===== config.mk =====
export PLATFORM = sky130hd
export DESIGN_NAME = host_rx_path_top
export DESIGN_NICKNAME = d
export VERILOG_FILES = /design/src/design/net_rx_pkg.sv /design/src/design/axis_skid_buffer.sv /design/src/design/host_networking_prefilter.sv /design/src/design/rx_path_counters.sv /design/src/design/host_rx_path_top.sv
export VERILOG_INCLUDE_DIRS = /design/src /design/src/design
export SDC_FILE = /design/constraint.sdc
export NUM_CORES = 2
export LEC_CHECK = 0
export BUFFER_PORTS_ARGS = -buffer_cell sky130_fd_sc_hd__buf_2
export CAP_MARGIN = 30
export CORE_AREA = 2 2 699 701
export DETAILED_ROUTE_END_ITERATION = 10
export DIE_AREA = 0 0 701 703
export HOLD_SLACK_MARGIN = 0.05
export REMOVE_ABC_BUFFERS = 1
export SLEW_MARGIN = 20
export SYNTH_ARGS = -nofsm -noshare
export SYNTH_HDL_FRONTEND = slang
export SYNTH_SLANG_ARGS = --single-unit

===== constraint.sdc =====
create_clock -name nclk -period 142 [get_ports nclk]
set_input_delay 28.4 -clock nclk [delete_from_list [all_inputs] [get_ports nclk]]
set_output_delay 28.4 -clock nclk [all_outputs]
set_load 0.01 [all_outputs]

===== src/design/net_rx_cfg.svh =====
`ifndef NET_RX_CFG_SVH
`define NET_RX_CFG_SVH

// Beat width of the MAC receive stream
`define NET_DATA_BITS 512

// One byte enable per data byte
`define NET_KEEP_BITS (`NET_DATA_BITS / 8)

// Width of the per-path packet counters
`define NET_CNT_BITS 32

// Byte offsets into the first beat, counted from byte 0 of the frame
// EtherType follows the two MAC addresses
`define ETH_TYPE_OFS 12

// Protocol byte of an IPv4 header without VLAN tag
`define IP_PROTO_OFS 23

// UDP destination port, assuming a 20-byte IPv4 header
`define UDP_DPORT_OFS 36

`endif


===== src/design/net_rx_pkg.sv =====
`include "net_rx_cfg.svh"

package net_rx_pkg;

    // One data beat of the receive stream
    typedef logic [`NET_DATA_BITS-1:0] net_data_t;

    // Byte enables belonging to one beat
    typedef logic [`NET_KEEP_BITS-1:0] net_keep_t;

    // Header fields used by the classifier
    typedef logic [15:0] ethertype_t;
    typedef logic [7:0]  ip_proto_t;
    typedef logic [15:0] udp_port_t;

    // Status counter for completed packets
    typedef logic [`NET_CNT_BITS-1:0] pkt_count_t;

    // Payload of a stream transfer
    // Valid and ready travel beside it as plain signals
    typedef struct packed {
        net_data_t data;
        net_keep_t keep;
        logic      last;
    } net_beat_t;

endpackage


===== src/design/axis_skid_buffer.sv =====
`timescale 1ns/100ps

module axis_skid_buffer (
    input  logic                  nclk,
    input  logic                  nresetn,

    // Upstream side
    input  logic                  s_valid,
    input  net_rx_pkg::net_beat_t s_beat,
    output logic                  s_ready,

    // Downstream side
    output logic                  m_valid,
    output net_rx_pkg::net_beat_t m_beat,
    input  logic                  m_ready
);

    import net_rx_pkg::*;

    // Second storage slot, used only while the output is stalled
    logic      skid_valid;
    net_beat_t skid_beat;

    // Transfer and load conditions
    logic s_xfer;
    logic main_free;
    logic load_from_skid;
    logic load_from_input;
    logic load_skid;

    assign s_xfer = s_valid && s_ready;

    // Main register can take a new beat when empty or being drained
    assign main_free = !m_valid || m_ready;

    // Skid slot always holds the older beat, so it refills main first
    assign load_from_skid  = main_free && skid_valid;
    assign load_from_input = main_free && !skid_valid && s_xfer;

    // Beat arrives while main is stuck
    assign load_skid = !main_free && s_xfer;

    // Ready is taken straight from a flop, no path from m_ready
    assign s_ready = !skid_valid;

    // Occupancy of both slots
    always_ff @(posedge nclk) begin
        if (!nresetn) begin
            m_valid    <= 1'b0;
            skid_valid <= 1'b0;
        end else begin
            if (main_free) begin
                // Either refill from skid, take the input, or go empty
                m_valid <= skid_valid || s_xfer;
            end
            if (load_from_skid) begin
                skid_valid <= 1'b0;
            end else if (load_skid) begin
                skid_valid <= 1'b1;
            end
        end
    end

    // Beat payload, no reset needed
    always_ff @(posedge nclk) begin
        if (load_from_skid) begin
            m_beat <= skid_beat;
        end else if (load_from_input) begin
            m_beat <= s_beat;
        end
        if (load_skid) begin
            skid_beat <= s_beat;
        end
    end

    // A stalled output beat must be held until taken
    property p_hold_under_stall;
        @(posedge nclk) disable iff (!nresetn)
            (m_valid && !m_ready) |=> (m_valid && $stable(m_beat));
    endproperty

    a_hold_under_stall: assert property (p_hold_under_stall)
        else $error("skid buffer dropped or changed a stalled beat");

endmodule


===== src/design/host_networking_prefilter.sv =====
`timescale 1ns/100ps
`include "net_rx_cfg.svh"

module host_networking_prefilter (
    input  logic                  nclk,
    input  logic                  nresetn,

    // Run-time offload rules, sampled on first beats only
    input  logic                  roce_offload_en,
    input  logic                  tcp_offload_en,

    // Stream from the input register stage
    input  logic                  in_valid,
    input  net_rx_pkg::net_beat_t in_beat,
    output logic                  in_ready,

    // Host networking path
    output logic                  host_valid,
    output net_rx_pkg::net_beat_t host_beat,
    input  logic                  host_ready,

    // Offload path towards the TCP and RoCE stacks
    output logic                  offload_valid,
    output net_rx_pkg::net_beat_t offload_beat,
    input  logic                  offload_ready
);

    import net_rx_pkg::*;

    // Header values matched by the rules
    localparam ethertype_t ETYPE_IPV4 = 16'h0800;
    localparam ip_proto_t  PROTO_TCP  = 8'd6;
    localparam ip_proto_t  PROTO_UDP  = 8'd17;
    localparam udp_port_t  PORT_ROCE  = 16'd4791;

    // Fields pulled from the current beat
    ethertype_t eth_type;
    ip_proto_t  ip_proto;
    udp_port_t  udp_dport;

    // Classification of the current beat, valid on first beats
    logic is_ipv4;
    logic is_tcp;
    logic is_roce;
    logic offload_hit;

    // Per-packet state
    logic mid_pkt;
    logic offload_flag;
    logic steer_offload;
    logic in_xfer;

    // Network byte order, lower offset is the high byte
    assign eth_type  = {in_beat.data[`ETH_TYPE_OFS*8 +: 8],
                        in_beat.data[(`ETH_TYPE_OFS+1)*8 +: 8]};
    assign ip_proto  = in_beat.data[`IP_PROTO_OFS*8 +: 8];
    assign udp_dport = {in_beat.data[`UDP_DPORT_OFS*8 +: 8],
                        in_beat.data[(`UDP_DPORT_OFS+1)*8 +: 8]};

    assign is_ipv4 = (eth_type == ETYPE_IPV4);
    assign is_tcp  = is_ipv4 && (ip_proto == PROTO_TCP);
    assign is_roce = is_ipv4 && (ip_proto == PROTO_UDP) && (udp_dport == PORT_ROCE);

    // Rules gate the match
    assign offload_hit = (tcp_offload_en && is_tcp) || (roce_offload_en && is_roce);

    // First beat decides on the spot, later beats follow the stored flag
    assign steer_offload = mid_pkt ? offload_flag : offload_hit;

    assign in_xfer = in_valid && in_ready;

    // Any stalled path holds the whole input
    assign in_ready = host_ready && offload_ready;

    // Same beat on both sides, only one valid raised
    // Valid held back until both paths can take it, so a beat leaves once
    assign host_valid    = in_valid && in_ready && !steer_offload;
    assign offload_valid = in_valid && in_ready && steer_offload;
    assign host_beat     = in_beat;
    assign offload_beat  = in_beat;

    // Track packet position and hold the steering decision
    always_ff @(posedge nclk) begin
        if (!nresetn) begin
            mid_pkt      <= 1'b0;
            offload_flag <= 1'b0;
        end else if (in_xfer) begin
            if (in_beat.last) begin
                // Next beat starts a new packet
                mid_pkt      <= 1'b0;
                offload_flag <= 1'b0;
            end else begin
                mid_pkt      <= 1'b1;
                offload_flag <= steer_offload;
            end
        end
    end

    // Exactly one path per beat
    a_one_path: assert property (
        @(posedge nclk) disable iff (!nresetn)
            !(host_valid && offload_valid))
        else $error("beat offered to both host and offload paths");

    // Decision carried unchanged until the packet's final transfer
    property p_steer_stable;
        @(posedge nclk) disable iff (!nresetn)
            (mid_pkt && !(in_xfer && in_beat.last)) |=> (mid_pkt && $stable(offload_flag));
    endproperty

    a_steer_stable: assert property (p_steer_stable)
        else $error("steering changed inside a packet");

endmodule


===== src/design/rx_path_counters.sv =====
`timescale 1ns/100ps

module rx_path_counters (
    input  logic                   nclk,
    input  logic                   nresetn,

    // Handshake and framing seen at the host output
    input  logic                   host_valid,
    input  logic                   host_ready,
    input  logic                   host_last,

    // Handshake and framing seen at the offload output
    input  logic                   offload_valid,
    input  logic                   offload_ready,
    input  logic                   offload_last,

    // Completed packets per path
    output net_rx_pkg::pkt_count_t host_pkt_count,
    output net_rx_pkg::pkt_count_t offload_pkt_count
);

    import net_rx_pkg::*;

    // Packet end on each path
    logic host_done;
    logic offload_done;

    // A packet counts once its final beat has been accepted
    assign host_done    = host_valid && host_ready && host_last;
    assign offload_done = offload_valid && offload_ready && offload_last;

    // Free-running counters, wrap at full scale
    always_ff @(posedge nclk) begin
        if (!nresetn) begin
            host_pkt_count    <= '0;
            offload_pkt_count <= '0;
        end else begin
            if (host_done) begin
                host_pkt_count <= host_pkt_count + pkt_count_t'(1);
            end
            if (offload_done) begin
                offload_pkt_count <= offload_pkt_count + pkt_count_t'(1);
            end
        end
    end

endmodule


===== src/design/host_rx_path_top.sv =====
`timescale 1ns/100ps

module host_rx_path_top (
    input  logic                   nclk,
    input  logic                   nresetn,

    // Offload rule levels
    input  logic                   roce_offload_en,
    input  logic                   tcp_offload_en,

    // Stream from the MAC
    input  logic                   rx_valid,
    input  net_rx_pkg::net_beat_t  rx_beat,
    output logic                   rx_ready,

    // Host networking output
    output logic                   host_valid,
    output net_rx_pkg::net_beat_t  host_beat,
    input  logic                   host_ready,

    // Offload output
    output logic                   offload_valid,
    output net_rx_pkg::net_beat_t  offload_beat,
    input  logic                   offload_ready,

    // Status
    output net_rx_pkg::pkt_count_t host_pkt_count,
    output net_rx_pkg::pkt_count_t offload_pkt_count
);

    import net_rx_pkg::*;

    // Registered input towards the classifier
    logic      in_valid;
    net_beat_t in_beat;
    logic      in_ready;

    // Classifier outputs before the output registers
    logic      pf_host_valid;
    net_beat_t pf_host_beat;
    logic      pf_host_ready;
    logic      pf_offload_valid;
    net_beat_t pf_offload_beat;
    logic      pf_offload_ready;

    // Input register stage
    axis_skid_buffer u_rx_skid (
        .nclk    (nclk),
        .nresetn (nresetn),
        .s_valid (rx_valid),
        .s_beat  (rx_beat),
        .s_ready (rx_ready),
        .m_valid (in_valid),
        .m_beat  (in_beat),
        .m_ready (in_ready)
    );

    // Classify on the first beat and steer the packet
    host_networking_prefilter u_prefilter (
        .nclk            (nclk),
        .nresetn         (nresetn),
        .roce_offload_en (roce_offload_en),
        .tcp_offload_en  (tcp_offload_en),
        .in_valid        (in_valid),
        .in_beat         (in_beat),
        .in_ready        (in_ready),
        .host_valid      (pf_host_valid),
        .host_beat       (pf_host_beat),
        .host_ready      (pf_host_ready),
        .offload_valid   (pf_offload_valid),
        .offload_beat    (pf_offload_beat),
        .offload_ready   (pf_offload_ready)
    );

    // Host output register
    axis_skid_buffer u_host_skid (
        .nclk    (nclk),
        .nresetn (nresetn),
        .s_valid (pf_host_valid),
        .s_beat  (pf_host_beat),
        .s_ready (pf_host_ready),
        .m_valid (host_valid),
        .m_beat  (host_beat),
        .m_ready (host_ready)
    );

    // Offload output register
    axis_skid_buffer u_offload_skid (
        .nclk    (nclk),
        .nresetn (nresetn),
        .s_valid (pf_offload_valid),
        .s_beat  (pf_offload_beat),
        .s_ready (pf_offload_ready),
        .m_valid (offload_valid),
        .m_beat  (offload_beat),
        .m_ready (offload_ready)
    );

    // Counters watch the external handshakes
    rx_path_counters u_counters (
        .nclk              (nclk),
        .nresetn           (nresetn),
        .host_valid        (host_valid),
        .host_ready        (host_ready),
        .host_last         (host_beat.last),
        .offload_valid     (offload_valid),
        .offload_ready     (offload_ready),
        .offload_last      (offload_beat.last),
        .host_pkt_count    (host_pkt_count),
        .offload_pkt_count (offload_pkt_count)
    );

endmodule


==> flow_summary_export.csv <==
group,metric,value,unit
place,portBuffers,1804,
cells_and_area,seqCellArea,0.105,mm²
critical_path,cp_top_family,"buffers and inverters",
detailed_routing,drcViolationCount,0,
place,place_congestion,0.910,
timing,fin_crit,33.94,ns
detailed_routing,first_pass_iters,8,
critical_path,crit_path_frequent_cell,"buf_4",
run,maxCapViolations,0,
floorplanning,design.core.area,0.485,mm²
timing,finClkSkew,0.0902,ns
yosys,postSynthCellCount,5781,
cells_and_area,area_growth,23.0,%
critical_path,rr_startpoint,"u_rx_skid.m_beat[364]",
detailed_routing,routed_wl,409,mm
detailed_routing,vias_per_cell,4.44,
clock_network,clock-root-buffer,"clkbuf_16",
clock_network,clk_pin_slew,0.06,ns
critical_path,worstPathArrival,34.60,ns
critical_path,path_max_fanout,63,
yosys,syn-mean-instance-area,22.1,µm²
yosys,ys_seq_elements,3534,
clock_network,ctsHoldBuffers,0,
clock_network,cts.sinks,3534,
clock_network,cts_buffer_depth,4,
detailed_routing,drt_iter0_drc,6617,
floorplanning,die_h,703,µm
timing,worst_pin_slew,1.11,ns
global_route,grt_pass1_vias,64678,
cells_and_area,fin_cells,14786,
timing,fin_crit_sh,23.9,%
yosys,synthFlopType,"edfxtp_1",
clock_network,htreeDepth,5,
yosys,yosysSeqAreaShare,82.5,%
clock_network,post_cts.repair.setup_buffers,0,
critical_path,cpMaxStageDelayCell,"buf_4",
place,dp_cells,13929,
critical_path,cp-end-kind,"register",
timing,grt_setup_unrepaired,"no",
critical_path,cp.required,142.67,ns
timing,worst_slew_margin_rel,25.7,%
timing,fin_setup_tns,0,ns
critical_path,crit_end,"u_offload_skid.m_beat[76]",
cells_and_area,drive_gt1_share,51.3,%
pwr,power.total,2.25,mW
critical_path,crit_buf_inv,7,
yosys,ys_async_sr_fraction,0,%
place,hpwl,295,mm
critical_path,timing.rr.end,"u_offload_skid.skid_beat[203]",
timing,fmax,0.0295,GHz
critical_path,critPathLaunchType,"input port",
critical_path,reg2reg_depth,10,
clock_network,clock_latency,0.97,ns
detailed_routing,post_drt_wl_per_cell,27.7,µm
timing,finalWorstSetupSlack,108.06,ns
global_route,grt_pass1_wl,546,mm
floorplanning,placementRows,256,
floorplanning,ios,1805,
detailed_routing,vias,65588,
clock_network,cts_made_buffers,368,
pwr,power_density,14.3,mW/mm²
yosys,syn_area,0.128,mm²
yosys,yosysUniqueCellTypes,50,
worst_hold_path,hp-class,"register to register",
global_route,grt_max_degree,133,
critical_path,crit_start,"offload_ready",
yosys,synth_edf_count,3462,
timing,hold-worst-slack,0.476,ns
cells_and_area,multi_input_area,0.0214,mm²
clock_network,cts_tree,"built",
status,status,"complete, no violations",
timing,finalSetupViolations,0,
critical_path,cp_cell_sequence,"buf_2, nand2b_1, nand2_4, buf_4, buf_4, buf_4, buf_4, buf_4, buf_4, mux2_2",
detailed_routing,drtAntennaViolNets,0,
cells_and_area,nets,8438,
critical_path,critPathKind,"input port to register",
yosys,synth-warning-count,0,
floorplanning,die_w,701,µm
global_route,grt-ovfl-total,0,
pwr,peakVddDrop,12.8,µV
floorplanning,initial_utilization,26.4,%
floorplanning,dieArea,0.493,mm²
critical_path,cp.depth,10,
clock_network,cts_resized,0,
timing,slew_viol_final,0,
critical_path,regToRegSetupSlack,135.14,ns
cells_and_area,fillers,46091,
critical_path,max_stage_delay,0.83,ns
place,place_worst_setup_slack,107.11,ns
pwr,p_leak,54.1,nW
timing,hold_viol_final,0,
global_route,antenna_found_initial,280,
global_route,grt_usage,15.7,%
-- report_power, final --
group	switching, mW	internal [mW]
registers	0.0208	1.18
clock network	0.414	0.536
logic	0.0568	0.0369
total	0.492	1.76
-- cells in the final DEF, fill, tap and decap left out, types with 26 or more instances in the layout --
cell and instances:
nand2_1 27, bufinv_16 26, edfxtp_1 3462, clkbuf_16 372, nor2_1 60, clkinv_2 62, buf_2 1804, dfxtp_1 72
clkbuf_1 81, mux2_2 1731, diode_2 181, xor2_1 39, buf_4 99, clkinv_1 75
-- through the flow --
step,area [µm²],util (%)
floorplan,127000,-
global placement,145000,29.9
detailed placement,145000,29.9
CTS,157000,32.3
global route,157000,32.3
finish,157000,32.4
-- worst min path at each step --
stage                                                start                               end  slack [ns]  depth (start not counted)
after global routing                 u_rx_skid.m_beat[110]        u_host_skid.skid_beat[110]        0.49                          0
after global placement    u_counters.offload_pkt_count[22]  u_counters.offload_pkt_count[22]        0.46                          2
final                                u_rx_skid.m_beat[110]        u_host_skid.skid_beat[110]        0.48                          0
after floorplan                   u_prefilter.offload_flag          u_prefilter.offload_flag        0.45                          2
after detailed placement             u_rx_skid.m_beat[553]     u_offload_skid.skid_beat[553]        0.48                          0
after CTS                            u_rx_skid.m_beat[110]        u_host_skid.skid_beat[110]        0.47                          0
-- final cells by class --
type	instances	share of cell area [%]
antenna	181	0.288
tap	6450	5.13
sequential	3534	67.1
clock buffer	461	6.19
clock inverter	212	1.32
multi-input combinational	2030	13.6
timing repair buffer	1913	6.36
inverter	5	0.0119
-- Yosys cell counts (10+ instances only) --
| master | instances | area share, % |
|---|---|---|
| dfxtp_1 | 72 | 1.1 |
| nand3_1 | 23 | 0.090 |
| a21oi_1 | 12 | 0.047 |
| xor2_1 | 39 | 0.27 |
| xnor2_1 | 13 | 0.089 |
| mux2_2 | 1731 | 15 |
| edfxtp_1 | 3462 | 81 |
| nand4_1 | 22 | 0.11 |
| and2_1 | 10 | 0.049 |
| buf_2 | 180 | 0.70 |
| clkbuf_1 | 24 | 0.070 |
| nor2_1 | 60 | 0.18 |
| nand2_1 | 29 | 0.085 |
-- flip-flops by register name (all words and copies together) (netlist names) --
signal                        flops
u_host_skid.m_beat              577
u_rx_skid.m_beat                577
u_counters.offload_pkt_count     32
u_offload_skid.skid_beat        577
u_rx_skid.skid_valid              1
u_prefilter.mid_pkt               1
u_host_skid.m_valid               1
u_offload_skid.m_valid            1
u_rx_skid.skid_beat             577
u_offload_skid.m_beat           577
u_prefilter.offload_flag          1
u_offload_skid.skid_valid         1
u_counters.host_pkt_count        32
u_host_skid.skid_beat           577
u_host_skid.skid_valid            1
u_rx_skid.m_valid                 1
-- cell families after synthesis --
group	Yosys count	share of synthesized area, %
fa+ha+maj	2	0.0196
compound gates	37	0.182
buf+inv	217	0.832
simple gates	207	0.879
mux	1732	15.3
xor+xnor	52	0.356
flops	3534	82.5
-- layer usage --
layer	global-route usage [%]	part of all wire (%)	vias up
met2	25.2	47	3077
li1	-	-	27419
met1	18.6	37	33988
met3	5.98	11	948
met5	0	0.25	-
met4	7.39	4.9	156
(Power assumes the default switching activity.)
